`src/logic/z80_dp_pkg.sv`:
```
package z80_dp_pkg;

  // --------------------------------------------------------------------------
  // widths
  // --------------------------------------------------------------------------

  // the datapath moves bytes on the data bus and words on the address bus
  localparam int BYTE_W = 8;
  localparam int WORD_W = 16;

  // six main registers, each with a shadow copy swapped by exx
  localparam int NUM_MAIN_REGS = 6;

  typedef logic [BYTE_W-1:0] byte_t;
  typedef logic [WORD_W-1:0] word_t;
  typedef logic [2:0]        reg_code_t;
  typedef logic [1:0]        pair_code_t;
  typedef logic [2:0]        alu_op_t;

  // --------------------------------------------------------------------------
  // register and pair codes
  // --------------------------------------------------------------------------

  // codes 6 and 7 name no register
  localparam reg_code_t REG_B = 3'd0;
  localparam reg_code_t REG_C = 3'd1;
  localparam reg_code_t REG_D = 3'd2;
  localparam reg_code_t REG_E = 3'd3;
  localparam reg_code_t REG_H = 3'd4;
  localparam reg_code_t REG_L = 3'd5;

  // a pair is the high register followed by the low register, code 3 unused
  localparam pair_code_t PAIR_BC = 2'd0;
  localparam pair_code_t PAIR_DE = 2'd1;
  localparam pair_code_t PAIR_HL = 2'd2;

  // --------------------------------------------------------------------------
  // alu opcodes and flag positions
  // --------------------------------------------------------------------------

  localparam alu_op_t ALU_ADD  = 3'd0;
  localparam alu_op_t ALU_ADC  = 3'd1;
  localparam alu_op_t ALU_SUB  = 3'd2;
  localparam alu_op_t ALU_AND  = 3'd3;
  localparam alu_op_t ALU_OR   = 3'd4;
  localparam alu_op_t ALU_INC  = 3'd5;
  localparam alu_op_t ALU_PASS = 3'd6;

  // bits 5 and 3 of F are undocumented and simply hold their value
  localparam int FLAG_S  = 7;
  localparam int FLAG_Z  = 6;
  localparam int FLAG_H  = 4;
  localparam int FLAG_PV = 2;
  localparam int FLAG_N  = 1;
  localparam int FLAG_C  = 0;

endpackage

```
`src/logic/regfile_if.sv`:
```
`timescale 1ns/1ns

// bundle between the datapath top and the register file
interface regfile_if;

  // byte write, at most one register per cycle
  logic                   wr_en;
  z80_dp_pkg::reg_code_t  wr_code;
  z80_dp_pkg::byte_t      wr_data;

  // byte read and pair read, both combinational and always valid
  z80_dp_pkg::reg_code_t  rd_code;
  z80_dp_pkg::byte_t      rd_data;
  z80_dp_pkg::pair_code_t pair_code;
  z80_dp_pkg::word_t      pair_data;

  // swap of the whole main bank with the shadow bank
  logic                   exx;

  // the top level steers the file
  modport core (output wr_en, wr_code, wr_data, rd_code, pair_code, exx,
                input  rd_data, pair_data);

  // the register file answers reads and takes writes
  modport file (input  wr_en, wr_code, wr_data, rd_code, pair_code, exx,
                output rd_data, pair_data);

endinterface

```
`src/logic/z80_acc_flags.sv`:
```
`timescale 1ns/1ns

module z80_acc_flags (
  input  logic              clk,
  input  logic              rst,
  input  z80_dp_pkg::byte_t bus,
  input  z80_dp_pkg::byte_t alu_result,
  input  z80_dp_pkg::byte_t alu_flags,
  input  logic              ld_a,
  input  logic              alu_to_a,
  input  logic              ld_f,
  input  z80_dp_pkg::byte_t flag_set,
  input  z80_dp_pkg::byte_t flag_clr,
  output z80_dp_pkg::byte_t a,
  output z80_dp_pkg::byte_t f
);

  // base value for F before the override masks are applied
  z80_dp_pkg::byte_t f_base;
  z80_dp_pkg::byte_t f_next;
  // F moves on an alu load or on any forced bit
  logic              f_upd;

  assign f_base = ld_f ? alu_flags : f;
  // clear first, then set, so a set bit always wins in the final value
  assign f_next = (f_base & ~flag_clr) | flag_set;
  assign f_upd  = ld_f | (|flag_set) | (|flag_clr);

  // --------------------------------------------------------------------------
  // accumulator and flag registers
  // --------------------------------------------------------------------------

  always_ff @(posedge clk) begin
    if (rst) begin
      a <= '0;
      f <= '0;
    end else begin
      // the alu result reaches A point to point, leaving the bus free
      if (ld_a) begin
        a <= alu_to_a ? alu_result : bus;
      end
      if (f_upd) begin
        f <= f_next;
      end
    end
  end

  // a bit in both masks would depend on the order of the override
  a_masks_disjoint : assert property (@(posedge clk) disable iff (rst)
    (flag_set & flag_clr) == 8'h00);

endmodule

```
`src/logic/z80_alu.sv`:
```
`timescale 1ns/1ns

module z80_alu (
  input  z80_dp_pkg::byte_t   a,
  input  z80_dp_pkg::byte_t   b,
  input  z80_dp_pkg::alu_op_t op,
  input  z80_dp_pkg::byte_t   flags_in,
  output z80_dp_pkg::byte_t   result,
  output z80_dp_pkg::byte_t   flags_out
);

  // --------------------------------------------------------------------------
  // adders
  // --------------------------------------------------------------------------

  // carry in only counts for adc
  logic       carry_in;
  // nine bit sums keep the carry or borrow out of bit 7
  logic [8:0] add_full;
  logic [8:0] sub_full;
  // five bit nibble sums give the half carry and half borrow
  logic [4:0] add_low;
  logic [4:0] sub_low;
  z80_dp_pkg::byte_t inc_res;
  // S and Z follow the result for every op that is not a pass
  logic       sz_update;

  assign carry_in = (op == z80_dp_pkg::ALU_ADC) & flags_in[z80_dp_pkg::FLAG_C];
  assign add_full = {1'b0, a} + {1'b0, b} + {8'b0, carry_in};
  assign add_low  = {1'b0, a[3:0]} + {1'b0, b[3:0]} + {4'b0, carry_in};
  assign sub_full = {1'b0, a} - {1'b0, b};
  assign sub_low  = {1'b0, a[3:0]} - {1'b0, b[3:0]};
  assign inc_res  = b + 8'd1;

  // --------------------------------------------------------------------------
  // result and flags
  // --------------------------------------------------------------------------

  always_comb begin
    // bits 5 and 3, and any flag an op leaves alone, keep the old value
    flags_out = flags_in;
    result    = b;
    sz_update = 1'b1;

    case (op)
      z80_dp_pkg::ALU_ADD, z80_dp_pkg::ALU_ADC: begin
        result = add_full[7:0];
        flags_out[z80_dp_pkg::FLAG_H] = add_low[4];
        flags_out[z80_dp_pkg::FLAG_C] = add_full[8];
        // overflow when both operands share a sign the result does not
        flags_out[z80_dp_pkg::FLAG_PV] = (a[7] == b[7]) && (add_full[7] != a[7]);
        flags_out[z80_dp_pkg::FLAG_N] = 1'b0;
      end
      z80_dp_pkg::ALU_SUB: begin
        result = sub_full[7:0];
        // the top bit of each difference is the borrow out of that field
        flags_out[z80_dp_pkg::FLAG_H] = sub_low[4];
        flags_out[z80_dp_pkg::FLAG_C] = sub_full[8];
        // overflow when the signs differ and the result flips away from a
        flags_out[z80_dp_pkg::FLAG_PV] = (a[7] != b[7]) && (sub_full[7] != a[7]);
        flags_out[z80_dp_pkg::FLAG_N] = 1'b1;
      end
      z80_dp_pkg::ALU_AND: begin
        result = a & b;
        flags_out[z80_dp_pkg::FLAG_H]  = 1'b1;
        flags_out[z80_dp_pkg::FLAG_C]  = 1'b0;
        flags_out[z80_dp_pkg::FLAG_PV] = ~^(a & b);
        flags_out[z80_dp_pkg::FLAG_N]  = 1'b0;
      end
      z80_dp_pkg::ALU_OR: begin
        result = a | b;
        flags_out[z80_dp_pkg::FLAG_H]  = 1'b0;
        flags_out[z80_dp_pkg::FLAG_C]  = 1'b0;
        flags_out[z80_dp_pkg::FLAG_PV] = ~^(a | b);
        flags_out[z80_dp_pkg::FLAG_N]  = 1'b0;
      end
      z80_dp_pkg::ALU_INC: begin
        // increment works on the bus operand so registers can count in place
        result = inc_res;
        flags_out[z80_dp_pkg::FLAG_H]  = (b[3:0] == 4'hf);
        flags_out[z80_dp_pkg::FLAG_PV] = (inc_res == 8'h80);
        flags_out[z80_dp_pkg::FLAG_N]  = 1'b0;
      end
      default: begin
        // pass, and the unused code 7, move b through untouched
        sz_update = 1'b0;
      end
    endcase

    if (sz_update) begin
      flags_out[z80_dp_pkg::FLAG_S] = result[7];
      flags_out[z80_dp_pkg::FLAG_Z] = (result == 8'h00);
    end
  end

endmodule

```
`src/logic/z80_datapath.sv`:
```
`timescale 1ns/1ns

module z80_datapath (
  input  logic                   clk,
  input  logic                   rst,
  input  z80_dp_pkg::byte_t      data_in,
  output z80_dp_pkg::byte_t      data_out,
  output logic                   data_oe,
  output z80_dp_pkg::word_t      addr_out,
  output logic                   addr_oe,
  input  logic                   ld_reg,
  input  logic                   drive_reg,
  input  z80_dp_pkg::reg_code_t  wr_code,
  input  z80_dp_pkg::reg_code_t  rd_code,
  input  z80_dp_pkg::pair_code_t pair_code,
  input  logic                   drive_pair,
  input  logic                   exx,
  input  logic                   ld_a,
  input  logic                   drive_a,
  input  logic                   ld_f,
  input  logic                   drive_f,
  input  z80_dp_pkg::alu_op_t    alu_op,
  input  logic                   alu_to_a,
  input  logic                   alu_to_reg,
  input  z80_dp_pkg::byte_t      flag_set,
  input  z80_dp_pkg::byte_t      flag_clr
);

  // internal data bus, shared by every source and sink in the datapath
  z80_dp_pkg::byte_t int_bus;
  z80_dp_pkg::byte_t a_q;
  z80_dp_pkg::byte_t f_q;
  z80_dp_pkg::byte_t alu_result;
  z80_dp_pkg::byte_t alu_flags;

  regfile_if rf_bus ();

  // --------------------------------------------------------------------------
  // data bus arbitration
  // --------------------------------------------------------------------------

  // fixed priority, though the controller only ever raises one driver
  always_comb begin
    if (drive_a) begin
      int_bus = a_q;
    end else if (drive_reg) begin
      int_bus = rf_bus.rd_data;
    end else if (drive_f) begin
      int_bus = f_q;
    end else begin
      // nobody inside drives, so the bus listens to the pins
      int_bus = data_in;
    end
  end

  // output enables replace a tristate on the pins
  assign data_out = int_bus;
  assign data_oe  = drive_a | drive_reg | drive_f;
  assign addr_out = rf_bus.pair_data;
  assign addr_oe  = drive_pair;

  // --------------------------------------------------------------------------
  // register file
  // --------------------------------------------------------------------------

  assign rf_bus.wr_en     = ld_reg;
  assign rf_bus.wr_code   = wr_code;
  // increments come back point to point while the register drives the bus
  assign rf_bus.wr_data   = alu_to_reg ? alu_result : int_bus;
  assign rf_bus.rd_code   = rd_code;
  assign rf_bus.pair_code = pair_code;
  assign rf_bus.exx       = exx;

  z80_regfile u_regfile (
    .clk (clk),
    .rst (rst),
    .rf  (rf_bus)
  );

  // --------------------------------------------------------------------------
  // alu, accumulator and flags
  // --------------------------------------------------------------------------

  z80_alu u_alu (
    .a         (a_q),
    .b         (int_bus),
    .op        (alu_op),
    .flags_in  (f_q),
    .result    (alu_result),
    .flags_out (alu_flags)
  );

  z80_acc_flags u_acc_flags (
    .clk        (clk),
    .rst        (rst),
    .bus        (int_bus),
    .alu_result (alu_result),
    .alu_flags  (alu_flags),
    .ld_a       (ld_a),
    .alu_to_a   (alu_to_a),
    .ld_f       (ld_f),
    .flag_set   (flag_set),
    .flag_clr   (flag_clr),
    .a          (a_q),
    .f          (f_q)
  );

  // two drivers at once would hide one of them behind the priority mux
  a_one_driver : assert property (@(posedge clk) disable iff (rst)
    $onehot0({drive_a, drive_reg, drive_f}));

endmodule

```
`src/logic/z80_regfile.sv`:
```
`timescale 1ns/1ns

module z80_regfile (
  input logic    clk,
  input logic    rst,
  regfile_if.file rf
);

  // --------------------------------------------------------------------------
  // storage
  // --------------------------------------------------------------------------

  // main bank is indexed by the register code, so B sits at 0 and L at 5
  z80_dp_pkg::byte_t main_q   [z80_dp_pkg::NUM_MAIN_REGS];
  // shadow bank mirrors the same order, only exx reaches it
  z80_dp_pkg::byte_t shadow_q [z80_dp_pkg::NUM_MAIN_REGS];

  // exx wins over a byte write, the controller never asks for both
  always_ff @(posedge clk) begin
    if (rst) begin
      for (int i = 0; i < z80_dp_pkg::NUM_MAIN_REGS; i++) begin
        main_q[i]   <= '0;
        shadow_q[i] <= '0;
      end
    end else if (rf.exx) begin
      // every register trades places with its shadow on the same edge
      for (int i = 0; i < z80_dp_pkg::NUM_MAIN_REGS; i++) begin
        main_q[i]   <= shadow_q[i];
        shadow_q[i] <= main_q[i];
      end
    end else if (rf.wr_en) begin
      main_q[rf.wr_code] <= rf.wr_data;
    end
  end

  // --------------------------------------------------------------------------
  // read ports
  // --------------------------------------------------------------------------

  // byte read follows rd_code in the same cycle
  always_comb begin
    if (rf.rd_code < z80_dp_pkg::NUM_MAIN_REGS) begin
      rf.rd_data = main_q[rf.rd_code];
    end else begin
      // illegal codes read as zero rather than x
      rf.rd_data = '0;
    end
  end

  // pair read puts the high register in the upper byte
  always_comb begin
    case (rf.pair_code)
      z80_dp_pkg::PAIR_BC: begin
        rf.pair_data = {main_q[z80_dp_pkg::REG_B], main_q[z80_dp_pkg::REG_C]};
      end
      z80_dp_pkg::PAIR_DE: begin
        rf.pair_data = {main_q[z80_dp_pkg::REG_D], main_q[z80_dp_pkg::REG_E]};
      end
      z80_dp_pkg::PAIR_HL: begin
        rf.pair_data = {main_q[z80_dp_pkg::REG_H], main_q[z80_dp_pkg::REG_L]};
      end
      default: begin
        rf.pair_data = '0;
      end
    endcase
  end

  // --------------------------------------------------------------------------
  // checks on the controller
  // --------------------------------------------------------------------------

  // a write to code 6 or 7 would be dropped silently
  a_wr_code_legal : assert property (@(posedge clk) disable iff (rst)
    rf.wr_en |-> (rf.wr_code < z80_dp_pkg::NUM_MAIN_REGS));

  // the read code steers the data bus whenever the top drives it
  a_rd_code_legal : assert property (@(posedge clk) disable iff (rst)
    rf.rd_code < z80_dp_pkg::NUM_MAIN_REGS);

  // pair code 3 would put zero on the address bus
  a_pair_code_legal : assert property (@(posedge clk) disable iff (rst)
    rf.pair_code != 2'd3);

  // a write in the same cycle as exx would be lost
  a_exx_no_write : assert property (@(posedge clk) disable iff (rst)
    !(rf.exx && rf.wr_en));

endmodule

```
`config.mk`:
```
export PLATFORM = sky130hd
export DESIGN_NAME = z80_datapath
export DESIGN_NICKNAME = d
export VERILOG_FILES = /design/src/logic/z80_dp_pkg.sv /design/src/logic/regfile_if.sv /design/src/logic/z80_acc_flags.sv /design/src/logic/z80_alu.sv /design/src/logic/z80_datapath.sv /design/src/logic/z80_regfile.sv
export SDC_FILE = /design/constraint.sdc
export NUM_CORES = 1
export LEC_CHECK = 0
export ABC_AREA = 0
export BUFFER_PORTS_ARGS = -buffer_cell sky130_fd_sc_hd__clkbuf_2
export CORE_ASPECT_RATIO = 0.9
export CORE_UTILIZATION = 35
export CTS_BUF_LIST = sky130_fd_sc_hd__clkbuf_8
export CTS_CLUSTER_SIZE = 10
export DETAILED_ROUTE_END_ITERATION = 6
export GPL_TIMING_DRIVEN = 0
export PLACE_DENSITY_LB_ADDON = 0.2
export SLEW_MARGIN = 20
export SYNTH_ARGS = -nofsm -noshare
export SYNTH_HDL_FRONTEND = slang
export SYNTH_HIERARCHICAL = 1
export SYNTH_SLANG_ARGS = --single-unit
```
`constraint.sdc`:
```
create_clock -name clk -period 5.41 [get_ports clk]
set_clock_uncertainty 0.2 [all_clocks]
set_input_delay 1.082 -clock clk [delete_from_list [all_inputs] [get_ports clk]]
set_output_delay 1.082 -clock clk [all_outputs]
set_load 0.1 [all_outputs]
```
==> flow_metrics.tcl, run 1 <==
set metrics [dict create \
    final_common_cell "edfxtp_1" \
    fin_area_sq_um 8830 \
    drive_gt1_share_pct 20.6 \
    die_height_um 143 \
    reg2reg_depth 18 \
    synth_warnings 6 \
    vias 6086 \
    fin_nets 886 \
    via_per_inst 5.51 \
    seq_area_frac_synth_pct 41.3 \
    reg2reg_slack_ns 0.85 \
    relSlewSlack_pct 56.9 \
    syn-instance-count 730 \
    drc 0 \
    place.gp.congestion 0.888 \
    place_area_sq_um 8550 \
    syn_avg_cell_area_sq_um 10.6 \
    ys_ff_latch 112 \
    cp-start-kind "input port" \
    dr.pass1.iters 4 \
    r2r-start "u_regfile/main_q[2][3]" \
    clk_pin_slew_ns 0.10 \
    core-area_sq_um 21700 \
    clock_latency_ns 0.39 \
    grt_start_max_net_pins 49 \
    cts_buffers 9 \
    critPathMaxFanout 10 \
    slowest_stage "o21ai_0" \
    rsz0062_at_grt "no" \
    max-vdd-ir-drop_v 0.000114 \
    drt_wl_total_mm 23.2 \
    dp_hpwl_mm 17.5 \
    n_antenna_cell 0 \
    ios 73 \
    fill_cells 2118 \
    area_growth_pct 13.9 \
    die_w_um 159 \
    r2r-end "u_regfile/main_q[0][7]" \
    initialDrtViolationCount 439 \
    path_class "in -> reg" \
    clockBufferDepth 2 \
    synth.distinct_cells 71 \
    grt_antenna_before_repair 0 \
    clk_root_buffer_cell "clkbuf_8" \
    worst_path_largest_cell_delay_ns 0.40 \
    grt_usage_pct 20.5 \
    preCtsSetupSlack_ns -0.553 \
    min_to "u_regfile/main_q[1][0]" \
    wl_per_cell_um 21.0 \
    synthFlopType "edfxtp_1" \
    row_count 51 \
    path_cells "buf_2 -> buf_4 -> nand2b_1 -> o21ai_0 -> mux2i_1 -> o21ai_4 -> inv_2 -> fa_2 -> nand2b_1 -> a211oi_4 -> o22ai_2 -> xnor2_1 -> a221oi_2 -> nand2_1 -> nand2_1 -> o31ai_1 -> o41a_1 -> a22o_1" \
    grt_overflow 0 \
    synth_edf_count 96 \
    setup_viol 0 \
    cts_tree "done" \
    fmax_mhz 192 \
    start_util_pct 35.7 \
    final_cell_mix "edfxtp_1 (96), mux2i_1 (68), clkbuf_2 (62)" \
    critPathRequiredTime_ns 5.36 \
    setup_ws_ns 0.190 \
    hp-start "u_regfile/shadow_q[1][0]" \
    synth_fp_nets 806 \
    cts_sinks 112 \
    ant_nets 0 \
    numPortBuffers 61 \
    layout_min_cycle_time_ns 5.22 \
    dieArea_sq_um 22800 \
    min_delay_path_depth 1 \
    syn-cell-area_sq_um 7760 \
    leakage_uw 0.00355 \
    grt_pass1_vias 5695 \
    worstPathArrival_ns 5.17 \
    maxCapViolCount 0 \
    status "finished, final reports clean" \
    worst_pin_slew_ns 0.647 \
    min-delay-path-class "reg -> reg" \
    htreeDepth 3 \
    hold_viol_final 0 \
    end_kind "flop" \
    period_share_pct 96.5 \
    powerDensity_nw_per_um2 259 \
    slew_viol_final 0 \
    grt_first_pass_wirelength_mm 35.0 \
    synthArstFlopShare_pct 0 \
]
==> repair_timing <==
item,CTS,global route
hold buffers,0,0
pin swaps,0,4
gates resized for setup,2,14
setup buffers,0,8
setup endpoints to repair,6,26
==> worst max-delay path, delay by kind of cell <==
family | cells | cell delay, ns
and+or+nand+nor | 4 | 0.67
buffers and inverters | 3 | 0.52
AOI/OAI and AO/OA | 8 | 2.17
muxes | 1 | 0.20
xor gates and xnor gates | 1 | 0.17
adders and majority gates | 1 | 0.35
==> cell type report <==
type	instances	area, sq um	share of cell area, %
inverters	24	90.1	1.02
flip-flops and latches	112	3200	36.3
well taps	291	364	4.12
plain buffers	60	350	3.97
multi-input cells	533	4250	48.2
repair buffers	70	393	4.45
clock buffers	9	124	1.40
clock inverters	6	55.1	0.623
==> routing by layer <==
layer	up-vias	share of wire [%]	wire, um	track usage [%]
li1	2884	-	-	-
met1	3020	49	11400	29.8
met2	160	45	10400	32.1
met3	22	4.7	1090	2.35
met4	0	1.5	340	5.72
met5	-	0	0	0
==> synth_stat cells, types with 9 or more instances <==
library cell	count	area, sq um
o31ai_1	15	113
inv_1	22	82.6
and2_1	49	307
buf_6	9	101
dfxtp_1	16	320
nor2b_1	11	68.8
mux2i_1	68	681
nand3_1	10	50.1
a22o_1	48	420
ha_1	26	325
nor2_1	29	109
edfxtp_1	96	2880
clkbuf_1	25	93.8
xnor2_1	22	193
nand2b_1	14	87.6
nor3b_1	9	67.6
a21oi_1	21	105
a211oi_1	14	105
buf_2	19	95.1
o21ai_0	28	140
o21ai_1	11	55.1
nand2_1	41	154
o32a_1	11	110
==> through the flow <==
stage	power (uW)	util [%]	hold WS [ns]	instances	setup TNS [ns]
final	2280	40.7	0.344	1105	0
after global routing	2390	40.7	0.365	1105	0
after CTS	2270	40.3	0.343	1098	0
after detailed placement	1780	39.4	0.319	1083	-10.51
after global placement	1780	39.3	0.314	1082	-10.46
after floorplan	1580	-	0.303	730	0
==> flip-flops by register name, indices dropped and copies added, names as in the netlist <==
register	cells
u_regfile/main_q	48
u_acc_flags/a	8
u_acc_flags/f	8
u_regfile/shadow_q	48
==> worst max path at each step <==
stage | start | to | depth (start not counted)
3_3_place_gp | rd_code[0] | u_regfile/main_q[5][7] | 18
6_report | rd_code[0] | u_regfile/main_q[0][7] | 18
3_5_place_dp | rd_code[0] | u_regfile/main_q[1][7] | 18
2_1_floorplan | rd_code[0] | u_acc_flags/f[6] | 19
4_1_cts | rd_code[1] | u_regfile/main_q[2][6] | 19
5_1_grt | rd_code[0] | u_regfile/main_q[2][7] | 18
==> cells by family (layout without fill, tap and decap cells) <==
| family | Yosys count | in the layout | share of synthesized area [%] |
|---|---|---|---|
| xor+xnor | 26 | 26 | 2.94 |
| mux | 76 | 76 | 10.3 |
| fa+ha+maj | 29 | 29 | 4.97 |
| flops | 112 | 112 | 41.3 |
| compound gates | 199 | 199 | 19.6 |
| simple gates | 203 | 203 | 15.3 |
| buf+inv | 85 | 169 | 5.58 |
==> power breakdown <==
part / switching (uW) / internal, uW
sequential: 47.7 / 997
clock: 315 / 174
combinational: 496 / 256
total: 858 / 1430
Power figures use the tool's default switching activity.
==> run 2, diff against run 1 <==
- ABC_AREA: 0 -> 1
==> flow_metrics.tcl, run 2 <==
set metrics [dict create \
    hold_viol_final 0 \
    htreeDepth 4 \
    netlist_top_cells_count "nand2_1 (390), nand3_1 (177), inv_1 (171)" \
    start_util_pct 35.8 \
    critical_path.most_common_cell "nand2_1" \
    ios 73 \
    post_cts_buffers 0 \
    cts_tree "done" \
    layout_min_cycle_time_ns 5.03 \
    synthArstFlopShare_pct 0 \
    grt_overflow 0 \
    clock_latency_ns 0.46 \
    synthFlopType "edfxtp_1" \
    vias 8086 \
    dieArea_sq_um 25500 \
    setup_ws_ns 0.379 \
    preCtsSetupSlack_ns -0.206 \
    initialDrtViolationCount 743 \
    cp_top_family "simple AND/OR/NAND/NOR gates" \
    yosysTopAreaCellShare_pct 38.6 \
    synth.distinct_cells 41 \
    grt_antenna_before_repair 0 \
    min-delay-path-class "reg -> reg" \
    grt_start_max_net_pins 32 \
    synth_fp_nets 1262 \
    fin_nets 1342 \
    area_growth_pct 12.9 \
    row_count 54 \
    clockBufferDepth 2 \
    place.gp.congestion 0.941 \
    fin_area_sq_um 9830 \
    die_w_um 168 \
    crit_buf_inv 6 \
    cts_buffers 17 \
    final_common_cell "nand2_1" \
    timing.hold.ws_ns 0.345 \
    synth_warnings 6 \
    slowest_stage "nand2_1" \
    place_area_sq_um 9420 \
    via_per_inst 5.09 \
    yosysMostFrequentCell "nand2_1" \
    status "finished, violations left" \
    end_kind "flop" \
    fmax_mhz 199 \
    period_share_pct 93.0 \
    critPathMaxFanout 12 \
    grt_pass1_vias 7307 \
    final_cell_mix "nand2_1 (390), nand3_1 (177), inv_1 (170)" \
    die_height_um 152 \
    syn-instance-count 1186 \
    powerDensity_nw_per_um2 281 \
    largest_reg_flops 64 \
    critPathRequiredTime_ns 5.41 \
    worstPathArrival_ns 5.03 \
    worst_pin_slew_ns 0.869 \
    rsz0062_at_grt "no" \
    relSlewSlack_pct 41.6 \
    wl_per_cell_um 17.7 \
    drc 2 \
    core-area_sq_um 24300 \
    grt_first_pass_wirelength_mm 41.9 \
    cp-start-kind "input port" \
    drive_gt1_share_pct 13.5 \
    dr.pass1.iters 7 \
    clk_root_buffer_cell "clkbuf_8" \
    path_class "in -> reg" \
    leakage_uw 0.00486 \
    clk_pin_slew_ns 0.09 \
    seq_area_frac_synth_pct 42.3 \
    violations "design-rule violations" \
    numPortBuffers 60 \
    setup_viol 0 \
    syn_avg_cell_area_sq_um 7.34 \
    synth_top_area_cell "edfxtp_1" \
    largest_register "u_regfile/main_q" \
    ys_ff_latch 128 \
    ant_nets 0 \
    maxCapViolCount 0 \
    max-vdd-ir-drop_v 0.000135 \
    worst_path_largest_cell_delay_ns 0.42 \
    slew_viol_final 0 \
    syn-cell-area_sq_um 8700 \
    drt_wl_total_mm 28.1 \
    dp_hpwl_mm 21.3 \
    cts_sinks 128 \
    grt_usage_pct 22.4 \
    synth_edf_count 112 \
    biggestRegsByFlops "u_regfile/main_q (64), u_regfile/shadow_q (48)" \
    synthTopCellsByArea "edfxtp_1 (39%), nand2_1 (17%), nand3_1 (10%)" \
]
run 2: through the flow:
| stage | TNS (ns) | instances | total power [uW] | utilization (%) |
|---|---|---|---|---|
| after floorplan | 0 | 1186 | 1700 | - |
| after global placement | -1.58 | 1554 | 1910 | 38.6 |
| after detailed placement | -2.13 | 1555 | 1910 | 38.7 |
| after CTS | 0 | 1587 | 2770 | 40.4 |
| after global routing | 0 | 1587 | 2890 | 40.4 |
| final | 0 | 1588 | 2770 | 40.4 |
run 2: tightest hold or removal path, cell delays in order (launching register included):
cell and delay, ns:
edfxtp_1 0.32, nand3_1 0.07, nand2_1 0.06
run 2: layout make-up:
class / count / area (sq um)
fill: 2517 / 14500
multi-input combinational: 823 / 3980
sequential: 128 / 3680
inverter: 182 / 696
tap: 308 / 385
buffer: 53 / 359
timing repair buffer: 61 / 320
clock buffer: 17 / 234
clock inverter: 15 / 169
antenna: 1 / 2.50
run 2: cell families (layout without fill, tap and decap cells):
kind of cell               after synthesis  in the layout  synth area share (%)
xor gates and xnor gates                15             15                  1.51
AOI/OAI and AO/OA                       69             69                  4.77
adders and majority gates               29             29                  4.43
DFF                                    128            128                  42.3
and+or+nand+nor                        710            710                  34.9
buffers and inverters                  235            328                  12.1
other                                    0              1                     0
run 2: layer usage:
metal,vias to the layer above,part of all wire [%],global-route usage (%)
met1,3778,48,32.1
met4,0,3.2,10.3
met2,297,43,32.6
li1,3959,-,-
met5,-,0,0
met3,52,6.6,4.16
run 2: path summary, 6_finish.rpt:
kind / end / cells past startpoint / startpoint / slack (ns)
setup / recovery: u_regfile/main_q[1][7] / 27 / rd_code[1] / 0.38
hold / removal: u_regfile/main_q[2][2] / 2 / u_regfile/shadow_q[2][2] / 0.34
setup reg to reg: u_regfile/main_q[1][1] / 22 / u_regfile/main_q[5][0] / 1.03
hold reg to reg: u_regfile/main_q[2][2] / 2 / u_regfile/shadow_q[2][2] / 0.34
run 2: report_power, final:
group | switching [uW] | internal [uW]
registers | 35.9 | 1140
clock network | 443 | 423
logic | 538 | 188
total | 1020 | 1750
run 2: repair_timing:
| action | 4_1_cts | 5_1_grt |
|---|---|---|
| setup endpoints to repair | 0 | 6 |
| resized for setup | 0 | 1 |
| hold buffers | 0 | 0 |
| hold endpoints to repair | 0 | 0 |
==> run 3, diff against run 2 <==
- RECOVER_POWER: default -> 25
==> flow_metrics.tcl, run 3 (same netlist as run 2, synthesis figures left out) <==
set metrics [dict create \
    max-vdd-ir-drop_v 0.000135 \
    grt_usage_pct 22.4 \
    start_util_pct 35.8 \
    dr.pass1.iters 6 \
    end_kind "flop" \
    largest_register "u_regfile/main_q" \
    clockBufferDepth 2 \
    setup_viol 0 \
    grt_first_pass_wirelength_mm 41.9 \
    min-delay-path-class "reg -> reg" \
    grt_antenna_before_repair 0 \
    grt_pass1_vias 7307 \
    min_delay_path_depth 2 \
    clk_pin_slew_ns 0.09 \
    grt_start_max_net_pins 32 \
    row_count 54 \
    dieArea_sq_um 25500 \
    cts_tree "done" \
    final_common_cell "nand2_1" \
    slowest_stage "nand2_1" \
    cts_sinks 128 \
    stdcell_count 1588 \
    slew_viol_final 32 \
    swShare_pct 36.7 \
    reg2reg_slack_ns 1.04 \
    hp-start "u_regfile/shadow_q[2][2]" \
    drt_wl_total_mm 28.1 \
    preCtsSetupSlack_ns -0.206 \
    setup_ws_ns 0.384 \
    powerDensity_nw_per_um2 282 \
    finalSetupTns_ns 0 \
    ios 73 \
    grt_overflow 0 \
    fmax_mhz 199 \
    final_cell_mix "nand2_1 (390), nand3_1 (177), inv_1 (171)" \
    vias 8115 \
    worst_pin_slew_ns 1.84 \
    cts_buffers 17 \
    final_util_pct 40.3 \
    die_w_um 168 \
    reg2reg_depth 26 \
    p_int_uw 1750 \
    worst_path_largest_cell_delay_ns 0.42 \
    biggestRegsByFlops "u_regfile/main_q (64), u_regfile/shadow_q (48)" \
    cp_top_family "simple AND/OR/NAND/NOR gates" \
    critical_path.most_common_cell "nand2_1" \
    dp_hpwl_mm 21.3 \
    period_share_pct 92.9 \
    clk_root_buffer_cell "clkbuf_8" \
    maxCapViolCount 1 \
    numPortBuffers 60 \
    hold_viol_final 0 \
    ant_nets 0 \
    placedCellCount 1555 \
    min_to "u_regfile/main_q[2][2]" \
    place.gp.congestion 0.941 \
    r2r-start "u_regfile/main_q[4][1]" \
    status "finished, violations left" \
    cp-start-kind "input port" \
    area_growth_pct 12.5 \
    via_per_inst 5.11 \
    htreeDepth 4 \
    relSlewSlack_pct -22.6 \
    core-area_sq_um 24300 \
    clock_latency_ns 0.46 \
    initialDrtViolationCount 787 \
    p_switching_uw 1010 \
    r2r-end "u_regfile/main_q[1][7]" \
    critPathRequiredTime_ns 5.41 \
    crit_buf_inv 6 \
    p_seq_share_pct 42.5 \
    fin_nets 1342 \
    critPathMaxFanout 12 \
    path_class "in -> reg" \
    drc 0 \
    pwr-share-comb_pct 26.2 \
    wl_per_cell_um 17.7 \
    drive_gt1_share_pct 13.1 \
    die_height_um 152 \
    worstPathArrival_ns 5.03 \
    largest_reg_flops 64 \
    layout_min_cycle_time_ns 5.03 \
    power_frac_clock_pct 31.3 \
    leakage_uw 0.00484 \
    violations "max-capacitance violations, max-slew violations" \
    crit_start "rd_code[1]" \
    rsz0062_at_grt "no" \
    report.power.total_uw 2760 \
]
## run 3: cell count changes in the layout (fill, tap and decap cells not counted)
cell / change
clkbuf_1: +4
inv_1: +1
buf_12: -1
nor2_1: +1
buf_6: -1
nor2_4: -1
buf_2: -1
clkbuf_2: -1
inv_2: -1
## run 3: worst max-delay path by stage
| stage | cells past startpoint | slack [ns] | endpoint |
|---|---|---|---|
| 2_1_floorplan | 29 | 0.23 | u_acc_flags/f[6] |
| 3_3_place_gp | 22 | -0.18 | u_regfile/main_q[2][1] |
| 3_5_place_dp | 22 | -0.21 | u_regfile/main_q[2][1] |
| 4_1_cts | 22 | 0.30 | u_regfile/main_q[1][1] |
| 5_1_grt | 23 | 0.04 | u_regfile/main_q[1][1] |
| 6_report | 27 | 0.38 | u_regfile/main_q[1][7] |
## run 3: routing by layer
metal  global-route usage (%)  vias to the layer above  routed length (um)
li1                         -                     3957                   -
met1                     32.1                     3776               13200
met2                     32.6                      319               12000
met3                     4.16                       63                1990
met4                     10.3                        0                 947
met5                        0                        -                   0
## run 3: power groups by stage
stage               Combinational [uW]  Sequential (uW)  Clock (uW)
finish                             722             1170         864
floorplan                          522             1180           0
CTS                                719             1170         882
global route                       789             1180         922
global placement                   711             1190           0
detailed placement                 716             1190           0
## run 3: worst register-to-register path: stages (launching register included)
cell and delay, ns:
edfxtp_1 0.48, inv_1 0.10, nand2_1 0.08, nand3_1 0.08, nand2_1 0.10, nand2_1 0.05
nand2_1 0.08, inv_1 0.04, a21oi_1 0.12, nand2_1 0.13, nand2_1 0.42, inv_1 0.19
ha_1 0.33, nor2_1 0.13, nand2_1 0.08, nand2_1 0.13, nand3_1 0.11, nand2_1 0.12
nand2_1 0.06, nand3_1 0.07, nand3_1 0.12, nor2_1 0.21, inv_1 0.08, nand2_1 0.07
nand2_1 0.27, nand3_1 0.20, nand2_1 0.07
## run 3: metrics by stage
step	cell area [sq um]	hold WS [ns]
2_1_floorplan	8700	0.282
3_3_place_gp	9390	0.318
3_5_place_dp	9420	0.333
4_1_cts	9820	0.341
5_1_grt	9790	0.369
6_report	9790	0.345
## run 3: repair_timing
item / in CTS / in global routing
buffers inserted: 0 / 0
gates resized for setup: 0 / 1
hold buffers: 0 / 0
endpoints found under the setup margin: 0 / 6
## run 3: cell type report
| cell class | instances | area, sq um |
|---|---|---|
| fillers | 2523 | 14500 |
| repair buffers | 61 | 303 |
| diodes | 1 | 2.50 |
| clock inverters | 15 | 169 |
| plain buffers | 53 | 350 |
| well taps | 308 | 385 |
| flip-flops and latches | 128 | 3680 |
| inverters | 182 | 696 |
| clock buffers | 17 | 234 |
| multi-input cells | 823 | 3970 |
